===== config.mk =====
export PLATFORM = sky130hd
export DESIGN_NAME = cpuControl
export DESIGN_NICKNAME = d
export VERILOG_FILES = /design/src/logic/cpuPkg.sv /design/src/logic/cpuControl.sv
export SDC_FILE = /design/constraint.sdc
export NUM_CORES = 1
export LEC_CHECK = 0
export BUFFER_PORTS_ARGS = -buffer_cell sky130_fd_sc_hd__clkbuf_2
export CAP_MARGIN = 20
export CORE_MARGIN = 5
export CORE_UTILIZATION = 45
export CTS_BUF_LIST = sky130_fd_sc_hd__clkbuf_8
export DETAILED_ROUTE_END_ITERATION = 10
export GPL_TIMING_DRIVEN = 0
export PLACE_DENSITY = 0.81
export SLEW_MARGIN = 10
export SYNTH_ARGS = -nofsm -noshare
export SYNTH_HDL_FRONTEND = slang
export SYNTH_SLANG_ARGS = --single-unit

===== constraint.sdc =====
create_clock -name Load -period 2.6 [get_ports Load]
set_input_delay 0.26 -clock Load [delete_from_list [all_inputs] [get_ports Load]]
set_output_delay 0.26 -clock Load [all_outputs]
set_load 0.02 [all_outputs]

===== src/logic/cpuPkg.sv =====
package cpuPkg;

        parameter int dataWidth    = 32;
        parameter int regAddrWidth = 5;

        // Primary opcodes
        parameter logic [5:0] opRType = 6'h00;
        parameter logic [5:0] opJ     = 6'h02;
        parameter logic [5:0] opBeq   = 6'h04;
        parameter logic [5:0] opAddiu = 6'h09;
        parameter logic [5:0] opLw    = 6'h23;
        parameter logic [5:0] opSw    = 6'h2b;

        // R-type function field
        parameter logic [5:0] fnAddu = 6'h21;
        parameter logic [5:0] fnSubu = 6'h23;
        parameter logic [5:0] fnAnd  = 6'h24;
        parameter logic [5:0] fnOr   = 6'h25;
        parameter logic [5:0] fnSlt  = 6'h2a;

        typedef enum logic [2:0] {
                aluAdd,
                aluSub,
                aluAnd,
                aluOr,
                aluSlt
        } aluOp;

        typedef enum logic [3:0] {
                stIdle, stFetch, stFetchWait, stDecode,
                stExecR, stExecI, stAddrCalc,
                stMemRead, stMemWrite, stWriteBack,
                stBranch, stJump
        } cpuState;

endpackage

===== src/logic/cpuControl.sv =====
`timescale 1ns/100ps
module cpuControl (
        input  logic         Load,
        input  logic         rst,
        input  logic         memDone,
        input  logic [5:0]   opcode,
        input  logic [5:0]   funct,
        input  logic         aluZero,
        output logic         memStart,
        output logic         memWrite,
        output logic         irLoad,
        output logic         pcLoad,
        output logic         marLoad,
        output logic         mdrLoad,
        output logic         regWrite,
        output cpuPkg::aluOp aluSel,
        output logic         aluSrcImm,
        output logic         marFromPc,
        output logic         wbFromMem,
        output logic         wbDestRt,
        output logic         pcFromJump,
        output logic         branchTaken,
        output logic         retire
);

        cpuPkg::cpuState state;
        cpuPkg::cpuState nextState;
        logic            pending;   // Access issued, done not yet seen
        logic            inMem;

        always_ff @(posedge Load) begin
                if (rst) begin
                        state   <= cpuPkg::stIdle;
                        pending <= 1'b0;
                end else begin
                        state <= nextState;
                        if (memDone) begin
                                pending <= 1'b0;
                        end else if (memStart) begin
                                pending <= 1'b1;
                        end
                end
        end

        always_comb begin
                nextState = state;
                case (state)
                        cpuPkg::stIdle:      nextState = cpuPkg::stFetch;
                        cpuPkg::stFetch:     nextState = cpuPkg::stFetchWait;
                        cpuPkg::stFetchWait: if (memDone) nextState = cpuPkg::stDecode;
                        cpuPkg::stDecode: begin
                                case (opcode)
                                        cpuPkg::opRType: nextState = cpuPkg::stExecR;
                                        cpuPkg::opAddiu: nextState = cpuPkg::stExecI;
                                        cpuPkg::opLw,
                                        cpuPkg::opSw:    nextState = cpuPkg::stAddrCalc;
                                        default:         nextState = cpuPkg::stExecR;  // BEQ, J, unknown
                                endcase
                        end
                        cpuPkg::stExecR: begin
                                if (opcode == cpuPkg::opRType) begin
                                        nextState = cpuPkg::stWriteBack;
                                end else if (opcode == cpuPkg::opJ) begin
                                        nextState = cpuPkg::stJump;
                                end else begin
                                        nextState = cpuPkg::stBranch;  // Unknown ops fall through as no-ops
                                end
                        end
                        cpuPkg::stExecI:    nextState = cpuPkg::stWriteBack;
                        cpuPkg::stAddrCalc: begin
                                nextState = (opcode == cpuPkg::opLw) ? cpuPkg::stMemRead
                                                                     : cpuPkg::stMemWrite;
                        end
                        cpuPkg::stMemRead:  if (memDone) nextState = cpuPkg::stWriteBack;
                        cpuPkg::stMemWrite: if (memDone) nextState = cpuPkg::stFetch;
                        default:            nextState = cpuPkg::stFetch;  // Writeback, branch, jump
                endcase
        end

        // ALU operation depends only on the instruction
        always_comb begin
                aluSel = cpuPkg::aluAdd;
                if (opcode == cpuPkg::opBeq) begin
                        aluSel = cpuPkg::aluSub;
                end else if (opcode == cpuPkg::opRType) begin
                        case (funct)
                                cpuPkg::fnSubu: aluSel = cpuPkg::aluSub;
                                cpuPkg::fnAnd:  aluSel = cpuPkg::aluAnd;
                                cpuPkg::fnOr:   aluSel = cpuPkg::aluOr;
                                cpuPkg::fnSlt:  aluSel = cpuPkg::aluSlt;
                                default:        aluSel = cpuPkg::aluAdd;
                        endcase
                end
        end

        assign inMem     = (state == cpuPkg::stMemRead) || (state == cpuPkg::stMemWrite);
        assign memStart  = (state == cpuPkg::stFetch) || (inMem && !pending);
        assign memWrite  = (state == cpuPkg::stMemWrite);
        assign irLoad    = (state == cpuPkg::stFetchWait) && memDone;
        assign retire    = (state == cpuPkg::stWriteBack) || (state == cpuPkg::stBranch) ||
                           (state == cpuPkg::stJump) || (memWrite && memDone);
        assign pcLoad    = retire;
        assign marFromPc = retire;  // MAR follows the PC for the next fetch
        assign marLoad   = retire || (state == cpuPkg::stAddrCalc);
        assign mdrLoad   = (state == cpuPkg::stAddrCalc) ||
                           ((state == cpuPkg::stMemRead) && memDone);
        assign regWrite  = (state == cpuPkg::stWriteBack);
        assign aluSrcImm = (state == cpuPkg::stExecI) || (state == cpuPkg::stAddrCalc);
        assign wbFromMem = (opcode == cpuPkg::opLw);
        assign wbDestRt  = (opcode != cpuPkg::opRType);
        assign pcFromJump  = (state == cpuPkg::stJump);
        assign branchTaken = (state == cpuPkg::stBranch) && (opcode == cpuPkg::opBeq) && aluZero;

endmodule


==> impl_summary.log <==
INFO  metric initial_utilization = 0.4635
INFO  metric globalRouteTotalUtil = 0.1823
INFO  metric postSynthRegisterBits = 5
INFO  metric status = finished, final reports clean
INFO  metric post-synth-top-area-fraction = 0.1702
INFO  metric die_w = roughly 46 um
INFO  metric floorplan.rows = 13
INFO  metric clock_power_share = 0.311
INFO  metric clkLatencyLatePin = 0.23 ns
INFO  metric power.switching_fraction = 0.4144
INFO  metric fin_worst_hold_slack = about 0.32 ns
INFO  metric final.setup_skew = 0.006293 ns
INFO  metric static-leakage-power = about 0.36 nW
INFO  metric finalHoldViolations = 0
INFO  metric synth-warning-count = 0
INFO  metric grt_pass1_vias = around 690
INFO  metric clk_root_buffer_cell = sky130_fd_sc_hd__clkbuf_8
INFO  metric htreeDepth = 1
INFO  metric path_max_fanout = 3
INFO  metric worst-r2r-cell-count = 6
INFO  metric clock.fmax = ~420 MHz
INFO  metric full_die_area = 2130 um^2
INFO  metric timing.max_cap.violations = 0
INFO  metric dp.final_hpwl = 1315 um
INFO  metric fin_cells = roughly 130
INFO  metric worstSetupPathType = in -> out
INFO  metric dp_slack = around 0.25 ns
INFO  metric stdcell_area = about 810 um^2
INFO  metric cp.required = around 2.3 ns
INFO  metric worst_ir_drop_vdd = around 0.00036 V
INFO  metric drt_pre_antenna_iters = 4
INFO  metric total_power = 0.4627 mW
INFO  metric io_pins = 33
INFO  metric syn_avg_cell_area = ~7 um^2
INFO  metric netSwitchingPower = approximately 0.19 mW
INFO  metric final_period_minus_worst_setup_slack = between 2 and 2.5 ns
INFO  metric final.setup.tns = 0 ns
INFO  metric gr-usage-met1 = 0.2225
INFO  metric final_core_utilization = 0.6361
INFO  metric drc = 0
INFO  metric rsz0062_at_grt = false
INFO  metric insertedDiodeCount = 0
INFO  metric cell_internal_power = about 0.27 mW
INFO  metric globalplace.congestion = between 0.8 and 0.9
INFO  metric drtAntennaViolNets = 0
INFO  metric globalRouteOverflowTotal = 0
INFO  metric hold_path_class = in -> reg
INFO  metric post_route_cells_drive_above_1_share = 0.3529
INFO  metric place.port_buffers = 31
INFO  metric clk_pin_slew_worst_paths = approximately 0.03 ns
INFO  metric drtIter0Drc = 20
INFO  metric end_kind = output pin
INFO  metric syn_nets = 100
INFO  metric vias = roughly 750
INFO  metric ys_async_sr_fraction = 0
INFO  metric grt_max_degree = 11
INFO  metric synth_enable_flop_cells = 0
INFO  metric synth_top_cell_by_area = sky130_fd_sc_hd__dfxtp_1
INFO  metric antenna_found_initial = 0
INFO  metric synth-seq-area-share = 0.1702
INFO  metric synthFlopType = sky130_fd_sc_hd__dfxtp_1
INFO  metric tritoncts = built
INFO  metric crit_path_start_kind = input port
INFO  metric synth_cell_types = 36
INFO  metric first_pass_grt_wire_length = 2829 um
INFO  metric post_cts_resize_count = 0
INFO  metric placed_cells_incl_taps = 130
INFO  metric netlist_area = 588.1 um^2
INFO  metric drt-vias-per-instance = 5.627
INFO  metric post-cts-setup-buffers = 0
INFO  metric power.share.sequential = 0.215
INFO  metric timing.final.setup_violations = 0
INFO  metric synth_area_leaders = sky130_fd_sc_hd__dfxtp_1 17%, sky130_fd_sc_hd__nor2_1 8.3%, sky130_fd_sc_hd__clkbuf_1 5.1%
INFO  metric worstMarginPinSlew = 0.4428 ns
INFO  metric timing.rr.start = state[1]
INFO  metric cts_stage_hold_buffer_count = 0
INFO  metric gate_count_of_the_mapped_netlist = between 80 and 90
INFO  metric max-slew-margin-rel = 0.7048
INFO  metric die_h = roughly 46 um
INFO  metric timing.critical_path.from = opcode[0]
INFO  metric gr-usage-met2 = 0.2967
INFO  metric grt_busiest_layer = met2
INFO  metric power.combinational.fraction = 0.474
INFO  metric clk_sink_count = 5
INFO  metric routed_wire_length_per_instance = 12.78 um
INFO  metric final_slew_violations = 0
INFO  metric hold_depth = 2
INFO  metric routed_wl = about 1700 um
INFO  metric num-nets-final = about 140
INFO  metric place_area = 762.0 um^2
INFO  metric syn_to_final_growth = 37.23%
INFO  metric power-per-cell-area = about 570 nW/um^2
INFO  metric worst_slack = 0.2467 ns
INFO  metric hold_path.startpoint = rst
INFO  metric core_area = ~1300 um^2
INFO  metric fin_crit_sh = 0.9051
INFO  metric clock_tree.buffer_depth = 2
INFO  metric worst_ep_arrival_time = around 2.1 ns
INFO  metric cts_inserted_buffers = 3
INFO  metric grt_util_met3 = 0.05469
-- sequential cells by signal (all words and copies together), names as in the netlist --
signal and flops:
state 4, pending 1
-- path summary, 6_finish.rpt --
path | to | slack, ns
max | aluSel[1] | 0.25
max reg2reg | pending | 1.02
min reg2reg | pending | 0.49
min | state[3] | 0.32
-- power by group through the flow --
stage	combinational (mW)	sequential (mW)	clock (mW)
after floorplan	0.157	0.0989	0
after global placement	0.212	0.100	0
after detailed placement	0.218	0.100	0
after CTS	0.220	0.0992	0.146
after global routing	0.243	0.103	0.153
final	0.219	0.0993	0.144
-- cell usage after synthesis (2+ instances only) --
cell type                  number
sky130_fd_sc_hd__nor2_1        13
sky130_fd_sc_hd__clkbuf_1       8
sky130_fd_sc_hd__nand2_1        6
sky130_fd_sc_hd__dfxtp_1        5
sky130_fd_sc_hd__nor3_1         5
sky130_fd_sc_hd__a31oi_1        3
sky130_fd_sc_hd__o21ai_0        3
sky130_fd_sc_hd__o21ai_1        3
sky130_fd_sc_hd__o31ai_1        3
sky130_fd_sc_hd__a21oi_1        2
sky130_fd_sc_hd__and4b_1        2
sky130_fd_sc_hd__buf_4          2
sky130_fd_sc_hd__nand2b_1       2
sky130_fd_sc_hd__nor3b_1        2
sky130_fd_sc_hd__o21a_1         2
sky130_fd_sc_hd__o311a_1        2
sky130_fd_sc_hd__xor2_1         2
-- layout make-up --
| cell class | instances | area, um^2 |
|---|---|---|
| Fill cell | 118 | 461.7 |
| Multi-Input combinational cell | 67 | 435.4 |
| Timing Repair Buffer | 31 | 155.1 |
| Sequential cell | 5 | 100.1 |
| Buffer | 10 | 45.04 |
| Clock buffer | 3 | 41.29 |
| Tap cell | 15 | 18.77 |
| Inverter | 2 | 7.507 |
| Clock inverter | 1 | 3.754 |
-- cell usage in the layout (no fill, tap or decap), types with 3 or more instances in the layout --
master,netlist,layout
sky130_fd_sc_hd__nand2_1,6,6
sky130_fd_sc_hd__o21ai_0,3,3
sky130_fd_sc_hd__nor2_1,13,13
sky130_fd_sc_hd__a31oi_1,3,3
sky130_fd_sc_hd__clkbuf_1,8,8
sky130_fd_sc_hd__nor3_1,5,5
sky130_fd_sc_hd__o21ai_1,3,3
sky130_fd_sc_hd__dfxtp_1,5,5
sky130_fd_sc_hd__clkbuf_2,0,31
sky130_fd_sc_hd__clkbuf_8,0,3
sky130_fd_sc_hd__o31ai_1,3,3
-- layer usage --
layer | up-vias | part of all wire
li1 | 381 | -
met1 | 339 | 0.44
met2 | 32 | 0.47
met3 | 2 | 0.082
met4 | 0 | 0.0070
met5 | - | 0
-- worst max-delay path, stage by stage --
cell and delay (ns):
sky130_fd_sc_hd__clkbuf_2 0.10, sky130_fd_sc_hd__or4_4 0.55, sky130_fd_sc_hd__or3_4 0.34, sky130_fd_sc_hd__or3b_4 0.39, sky130_fd_sc_hd__nor4b_2 0.25, sky130_fd_sc_hd__clkbuf_2 0.21
-- cell families (layout without fill, tap and decap cells) --
kind of cell           after synthesis  after routing  share of synthesized area
buffers and inverters               12             47                    0.08934
flip-flops                           5              5                     0.1702
XOR/XNOR                             3              3                    0.04469
AND/OR/NAND/NOR                     42             42                     0.4383
AO/OA/AOI/OAI                       22             22                     0.2574
Power figures use the tool's default switching activity.
