===== src/logic/cpuPkg.sv =====
package cpuPkg;

        parameter int dataWidth    = 32;
        parameter int regAddrWidth = 5;

        // Primary opcodes
        parameter logic [5:0] opRType = 6'h00;
        parameter logic [5:0] opJ     = 6'h02;
        parameter logic [5:0] opBeq   = 6'h04;
        parameter logic [5:0] opAddiu = 6'h09;
        parameter logic [5:0] opLw    = 6'h23;
        parameter logic [5:0] opSw    = 6'h2b;

        // R-type function field
        parameter logic [5:0] fnAddu = 6'h21;
        parameter logic [5:0] fnSubu = 6'h23;
        parameter logic [5:0] fnAnd  = 6'h24;
        parameter logic [5:0] fnOr   = 6'h25;
        parameter logic [5:0] fnSlt  = 6'h2a;

        typedef enum logic [2:0] {
                aluAdd,
                aluSub,
                aluAnd,
                aluOr,
                aluSlt
        } aluOp;

        typedef enum logic [3:0] {
                stIdle, stFetch, stFetchWait, stDecode,
                stExecR, stExecI, stAddrCalc,
                stMemRead, stMemWrite, stWriteBack,
                stBranch, stJump
        } cpuState;

endpackage

===== src/logic/cpuDatapath.sv =====
`timescale 1ns/100ps
module cpuDatapath (
        input  logic                            Load,
        input  logic                            rst,
        input  logic                            irLoad,
        input  logic                            pcLoad,
        input  logic                            marLoad,
        input  logic                            mdrLoad,
        input  logic                            regWrite,
        input  cpuPkg::aluOp                    aluSel,
        input  logic                            aluSrcImm,
        input  logic                            marFromPc,
        input  logic                            wbFromMem,
        input  logic                            wbDestRt,
        input  logic                            pcFromJump,
        input  logic                            branchTaken,
        input  logic                            memWrite,
        input  logic                            memDone,
        input  logic [cpuPkg::dataWidth-1:0]    memRdata,
        output logic [5:0]                      opcode,
        output logic [5:0]                      funct,
        output logic                            aluZero,
        output logic [cpuPkg::dataWidth-1:0]    memAddr,
        output logic [cpuPkg::dataWidth-1:0]    memWdata,
        output logic [cpuPkg::dataWidth-1:0]    retirePc,
        output logic [cpuPkg::regAddrWidth-1:0] wbReg,
        output logic [cpuPkg::dataWidth-1:0]    wbData,
        output logic                            wbValid,
        output logic [cpuPkg::dataWidth-1:0]    storeAddr,
        output logic [cpuPkg::dataWidth-1:0]    storeData,
        output logic                            storeValid
);

        logic [cpuPkg::dataWidth-1:0]    pc, ir, mar, mdr, opA, opB, aluOut;
        logic [cpuPkg::dataWidth-1:0]    rdDataA, rdDataB, aluB, aluResult;
        logic [cpuPkg::dataWidth-1:0]    signExt, pcPlus4, pcNext;
        logic [cpuPkg::regAddrWidth-1:0] destReg;

        assign opcode  = ir[31:26];
        assign funct   = ir[5:0];
        assign signExt = {{16{ir[15]}}, ir[15:0]};
        assign pcPlus4 = pc + 32'd4;
        assign aluB    = aluSrcImm ? signExt : opB;
        assign destReg = wbDestRt ? ir[20:16] : ir[15:11];  // rt for I-type, rd for R-type
        assign wbData  = wbFromMem ? mdr : aluOut;

        always_comb begin
                if (pcFromJump) begin
                        pcNext = {pcPlus4[31:28], ir[25:0], 2'b00};
                end else if (branchTaken) begin
                        pcNext = pcPlus4 + {signExt[29:0], 2'b00};
                end else begin
                        pcNext = pcPlus4;
                end
        end

        always_ff @(posedge Load) begin
                if (rst) begin
                        pc  <= '0;
                        mar <= '0;  // First fetch address
                end else begin
                        if (pcLoad) begin
                                pc <= pcNext;
                        end
                        if (marLoad) begin
                                mar <= marFromPc ? pcNext : aluResult;
                        end
                end
        end

        // Operand and result registers track every cycle
        always_ff @(posedge Load) begin
                opA    <= rdDataA;
                opB    <= rdDataB;
                aluOut <= aluResult;
                if (irLoad) begin
                        ir <= memRdata;
                end
                if (mdrLoad) begin
                        mdr <= wbFromMem ? memRdata : opB;  // Load data or store data
                end
        end

        regFile regFile_inst (
                .Load     (Load),
                .rst      (rst),
                .rdAddrA  (ir[25:21]),
                .rdAddrB  (ir[20:16]),
                .wrEnable (regWrite),
                .wrAddr   (destReg),
                .wrData   (wbData),
                .rdDataA  (rdDataA),
                .rdDataB  (rdDataB)
        );

        aluUnit aluUnit_inst (
                .opA    (opA),
                .opB    (aluB),
                .aluSel (aluSel),
                .result (aluResult),
                .zero   (aluZero)
        );

        assign memAddr    = mar;
        assign memWdata   = mdr;
        assign retirePc   = pc;
        assign wbReg      = destReg;
        assign wbValid    = regWrite;
        assign storeValid = memWrite && memDone;
        assign storeAddr  = mar;
        assign storeData  = mdr;

endmodule


===== src/logic/regFile.sv =====
`timescale 1ns/100ps
module regFile (
        input  logic                            Load,
        input  logic                            rst,
        input  logic [cpuPkg::regAddrWidth-1:0] rdAddrA,
        input  logic [cpuPkg::regAddrWidth-1:0] rdAddrB,
        input  logic                            wrEnable,
        input  logic [cpuPkg::regAddrWidth-1:0] wrAddr,
        input  logic [cpuPkg::dataWidth-1:0]    wrData,
        output logic [cpuPkg::dataWidth-1:0]    rdDataA,
        output logic [cpuPkg::dataWidth-1:0]    rdDataB
);

        logic [cpuPkg::dataWidth-1:0] regs [2**cpuPkg::regAddrWidth];

        always_ff @(posedge Load) begin
                if (rst) begin
                        for (int i = 0; i < 2**cpuPkg::regAddrWidth; i++) begin
                                regs[i] <= '0;
                        end
                end else if (wrEnable && (wrAddr != '0)) begin
                        regs[wrAddr] <= wrData;  // $zero never changes
                end
        end

        assign rdDataA = regs[rdAddrA];
        assign rdDataB = regs[rdAddrB];

endmodule


===== src/logic/aluUnit.sv =====
`timescale 1ns/100ps
module aluUnit (
        input  logic [cpuPkg::dataWidth-1:0] opA,
        input  logic [cpuPkg::dataWidth-1:0] opB,
        input  cpuPkg::aluOp                 aluSel,
        output logic [cpuPkg::dataWidth-1:0] result,
        output logic                         zero
);

        always_comb begin
                case (aluSel)
                        cpuPkg::aluSub: result = opA - opB;
                        cpuPkg::aluAnd: result = opA & opB;
                        cpuPkg::aluOr:  result = opA | opB;
                        cpuPkg::aluSlt: begin
                                result = {{(cpuPkg::dataWidth-1){1'b0}},
                                          ($signed(opA) < $signed(opB))};
                        end
                        default:        result = opA + opB;  // No overflow trap
                endcase
        end

        assign zero = (result == '0);  // Equality test for BEQ

endmodule


===== config.mk =====
export PLATFORM = sky130hd
export DESIGN_NAME = cpuDatapath
export DESIGN_NICKNAME = d
export VERILOG_FILES = /design/src/logic/cpuPkg.sv /design/src/logic/cpuDatapath.sv /design/src/logic/regFile.sv /design/src/logic/aluUnit.sv
export SDC_FILE = /design/constraint.sdc
export NUM_CORES = 2
export LEC_CHECK = 0
export BUFFER_PORTS_ARGS = -buffer_cell sky130_fd_sc_hd__buf_2
export CORE_MARGIN = 4
export CORE_UTILIZATION = 50
export CTS_BUF_LIST = sky130_fd_sc_hd__clkbuf_4
export DETAILED_ROUTE_END_ITERATION = 16
export PLACE_DENSITY = 0.68
export SLEW_MARGIN = 20
export SYNTH_ARGS = -nofsm -noshare
export SYNTH_HDL_FRONTEND = slang
export SYNTH_SLANG_ARGS = --single-unit

===== constraint.sdc =====
create_clock -name Load -period 4.8 [get_ports Load]
set_clock_uncertainty 0.15 [all_clocks]
set_input_delay 0.24 -clock Load [delete_from_list [all_inputs] [get_ports Load]]
set_output_delay 0.24 -clock Load [all_outputs]
set_load 0.05 [all_outputs]

==> results list <==
* DRC violations left: 0
- The synthesized design spends more area on one cell type than any other, namely edfxtp_1.
* Part of the Yosys area used for sequential elements: 0.532
- In this run the power density over the cells is 414 nW/µm².
* Reported max-cap violation count: 0
- Average detailed-routed wire length per instance: 32.5 µm
- Combinational family with the most area after synthesis: multiplexers
- The Yosys step of the flow raised 0 warnings.
* Final hold violations: 0
- Crit Path Category: reg -> out
- Cell depth of the worst flop-to-flop path: 9
- Share of async-settable or async-resettable flops after synthesis: 0
* Crit path launch: ir[4]$_DFFE_PP_
- The share of synthesized area in the top cell type comes to 0.484.
- In this run the critical register-to-register path is launched from ir[11]$_DFFE_PP_.
- Of the total synthesized cell area, the portion taken by AND, OR, NAND and NOR gates is 0.0969.
* Final HPWL DP: 160000 µm
* Cts bufs inserted: 343
* Instance count after placement with tap cells included: ~7000
- The signal on the critical path passes through mux2i_1 > buf_4 > inv_1 > ha_1 > buf_4 > or2_2 > o221ai_1 > o21a_1 > a31o_2 > a21oi_1 > nor4b_2 > buf_4 > nand4b_1 > or4_4 > nor4_4 > nand4_1 > nor2_4 > buf_12.
- The fraction of the mapped netlist area in compound gates is 0.0517.
- The die covers 141000 µm².
- The floorplan has 134 rows.
* Average vias per placed instance: 6.53
* Slowest Stage Delay on Critical Path: about 0.57 ns
- Power Internal: 20.9 mW
- Post-synthesis register bit count: between 1000 and 1500
* Non-filler cells in the finished layout: 7648
- The library cell used most frequently in the layout, excluding fill and tap cells, is nor2_1.
- # IOs: 262
- The worst setup path is launched from a flip-flop.
- Measured along the x axis, the die boundary spans around 380 µm.
- For the pin with the worst max-slew slack, the measured transition is 1.22 ns.
- Maximum clock frequency: ~180 MHz
- Wire length of the first global-routing pass: 350000 µm
- In this run the worst path has a maximum fanout of 2.
- The cell that appears most often on the critical path is buf_4.
* CTS clk-pin slew, worst paths: 0.07 ns
- For this run, the share of the core covered by cells in the final layout is 0.585.
* Number of flops mapped to enable cells by yosys: 1088
- Fraction of final layout cells sized beyond drive strength 1: 0.355
* Biggest area contributors in the synthesized netlist: edfxtp_1 48%, mux4_2 21%, nor2_1 6.6%, dfxtp_1 4.7%, ha_1 2.3%
- After detailed routing, the total wire length is approximately 250000 µm.
* Dpl ws: -0.0996 ns
* Worst-case clock buffer depth: 4
- Area growth, synth to finish: 16.1%
- Setup slack on the critical path of the routed design comes to -0.803 ns.
* Clock tree root driver cell: clkbuf_4
- In this run the tightest slew margin relative to its limit is 0.170.
- Setup repair after global routing missed its margin: true
- The H-tree was split into 5 levels.
- The run finished, with violations left.
- In the global route stage, overall resource usage came out at 0.349.
- Data on the critical path arrives at its endpoint at ~5.2 ns.
- Final critical-path share of the clock period: 1.17
- IR analysis of the VDD net gives a maximum drop of ~0.00027 V.
- The portion of synthesized area spent on multiplexers is 0.245.
* Fraction of the mapped netlist area in adder cells: 0.0243
- Entering global routing, the biggest net connects 108 pins.
* Post-Synth XOR/XNOR Area: 0.00740
- Hold WC Path Type: in -> reg
- Post-DRT Antenna Nets: 0
* Clock tree from TritonCTS: done
- End of the worst register-to-register path: regFile_inst.regs[28][13]$_SDFFCE_PN0P_
- Part of the power in registers: 0.408
- Detailed-routing iteration count for the pre-antenna-repair pass: 9
- Clock Power Share: 0.295
- Once layout is done, the placed cells without fillers occupy 78300 µm².
- Buffers on Ports: 261
* Total net switching power: 11.5 mW
- For this block, the via count after detailed routing is between 40000 and 50000.
* GRT overflow: 0
- Average cell area after synthesis: between 10 and 15 µm²
- The placed instances occupy a cell area of approximately 72000 µm².
* WP depth: 18
* Core Footprint: approximately 130000 µm²
* Final Wtd Congestion: ~0.96
- The final max-slew violation count was 0.
- The slowest stage of the critical path belongs to the cell or4_4.
* Clock Latency Late Sink: about 1.3 ns
* Critical Path End: aluZero
* Iteration-0 DRC Markers: 7805
- Cell variety after synth: 92
- Static leakage power: 30.1 nW
- Setup violations remaining at the end of the flow were counted as 1.
- The kind of cell with the highest combined delay along the critical path is simple AND/OR/NAND/NOR gates.
* Number of inserted filler cells in the final layout: 10700
* Post-synth design cell area: 67500 µm²
- The initial antenna violation count is 12.
* Final worst hold slack: just over 0.06 ns
* TritonCTS Sinks: 1248
- Prevailing post-synth register cell: edfxtp_1
- Setup slack on the worst reg-to-reg path comes out at 0.20 ns.
* Switching portion of total power: 0.354
- Number of nets at the end of the flow: 5796
* Violations in the final reports: negative setup slack
- Effective utilization at floorplan: 0.504
- Worst Path Buf+Inv: 5
- The via count of the first global-routing pass was 49200.
* Cell count after synthesis: around 5000
* Type of element capturing the critical path: output port
* Die extent in y: between 300 and 400 µm
- The share of total power dissipated in combinational logic is 0.296.
- Final period demand of the worst path: between 5 and 6 ns
* Required @ worst endpoint: between 4 and 5 ns
- Commonest cells after routing, fill and taps aside: 1176 x nor2_1, 1088 x edfxtp_1, 640 x mux4_2
power groups by stage:
stage	Sequential [mW]	Combinational, mW	Clock (mW)
after floorplan	13.3	5.27	0
after global placement	13.4	9.00	0
after detailed placement	13.4	8.98	0
after CTS	13.2	9.27	9.64
after global routing	13.3	9.98	10.3
final	13.2	9.60	9.58
registers in the layout, indices dropped and copies added, names as in the netlist:
register,flops
retirePc,32
aluOut,32
opB,32
memWdata,32
ir,32
memAddr,32
opA,32
regFile_inst.regs,1024
area by class of cell:
type	count	area (µm²)	share of cell area
clock buffers	507	3810	0.0486
clock inverters	83	410	0.00524
diodes	18	45.0	0.000575
flip-flops and latches	1248	35900	0.458
inverters	181	679	0.00867
repair buffers	700	5410	0.0690
well taps	1768	2210	0.0282
multi-input cells	3143	29900	0.382
cell usage after synthesis (11+ instances only):
cell type and instances:
o31ai_1 12, o21a_1 17, and2_1 17, and3_1 13
nand4_1 17, mux2_2 84, a21o_1 26, or3_1 12
o221ai_1 11, nor3_1 30, clkbuf_1 360, nor2_1 1181
mux2i_1 115, a31oi_1 19, nand2_1 154, o21ai_0 92
o311ai_0 11, nor2b_1 13, dfxtp_1 160, a21oi_1 126
a211oi_1 46, ha_1 126, buf_1 67, nand3_1 33
xnor2_1 40, o211ai_1 21, buf_4 81, xor2_1 17
inv_1 178, mux4_2 640, edfxtp_1 1088, nand2b_1 55
cells by family after synthesis:
family / Yosys count
xor+xnor: 57
fa+ha+maj: 129
compound gates: 505
buf+inv: 697
simple gates: 1581
mux: 839
flops: 1248
other cells: 1
tightest hold or removal path: cells and delay by family:
kind	cells	cell delay, ns
buf+inv	2	0.83
compound gates	1	0.07
simple gates	1	0.12
per-stage QoR:
stage | TNS (ns) | power (mW)
floorplan | 0 | 18.6
global placement | -0.0667 | 22.4
detailed placement | -0.0996 | 22.4
CTS | -0.891 | 32.1
global route | -1.05 | 33.5
finish | -0.803 | 32.4
layer usage:
| layer | routed length [µm] | up-vias | GRT usage | share of wire |
|---|---|---|---|---|
| li1 | - | 20300 | - | - |
| met4 | 17900 | 0 | 0.204 | 0.072 |
| met1 | 85100 | 24700 | 0.444 | 0.34 |
| met2 | 112000 | 4006 | 0.537 | 0.45 |
| met3 | 33600 | 872 | 0.103 | 0.13 |
| met5 | 0 | - | 0 | 0 |
worst min path at each step:
stage | startpoint | cells after the start | slack (ns) | endpoint
2_1_floorplan | memRdata[0] | 0 | 0.19 | ir[0]$_DFFE_PP_
3_3_place_gp | memRdata[8] | 1 | 0.28 | ir[8]$_DFFE_PP_
3_5_place_dp | memRdata[8] | 1 | 0.28 | ir[8]$_DFFE_PP_
4_1_cts | wbFromMem | 4 | 0.004 | memWdata[18]$_DFFE_PP_
5_1_grt | wbFromMem | 4 | 0.03 | memWdata[25]$_DFFE_PP_
6_report | wbFromMem | 4 | 0.06 | memWdata[18]$_DFFE_PP_
repair_timing:
| item | 4_1_cts | 5_1_grt |
|---|---|---|
| pin swaps | 17 | 19 |
| setup endpoints to repair | 1 | 9 |
| setup buffers | 9 | 7 |
| hold endpoints to repair | 982 | 0 |
| gates resized for setup | 69 | 53 |
| hold buffers | 95 | 0 |
No activity file was read; power rests on OpenSTA's default activity.
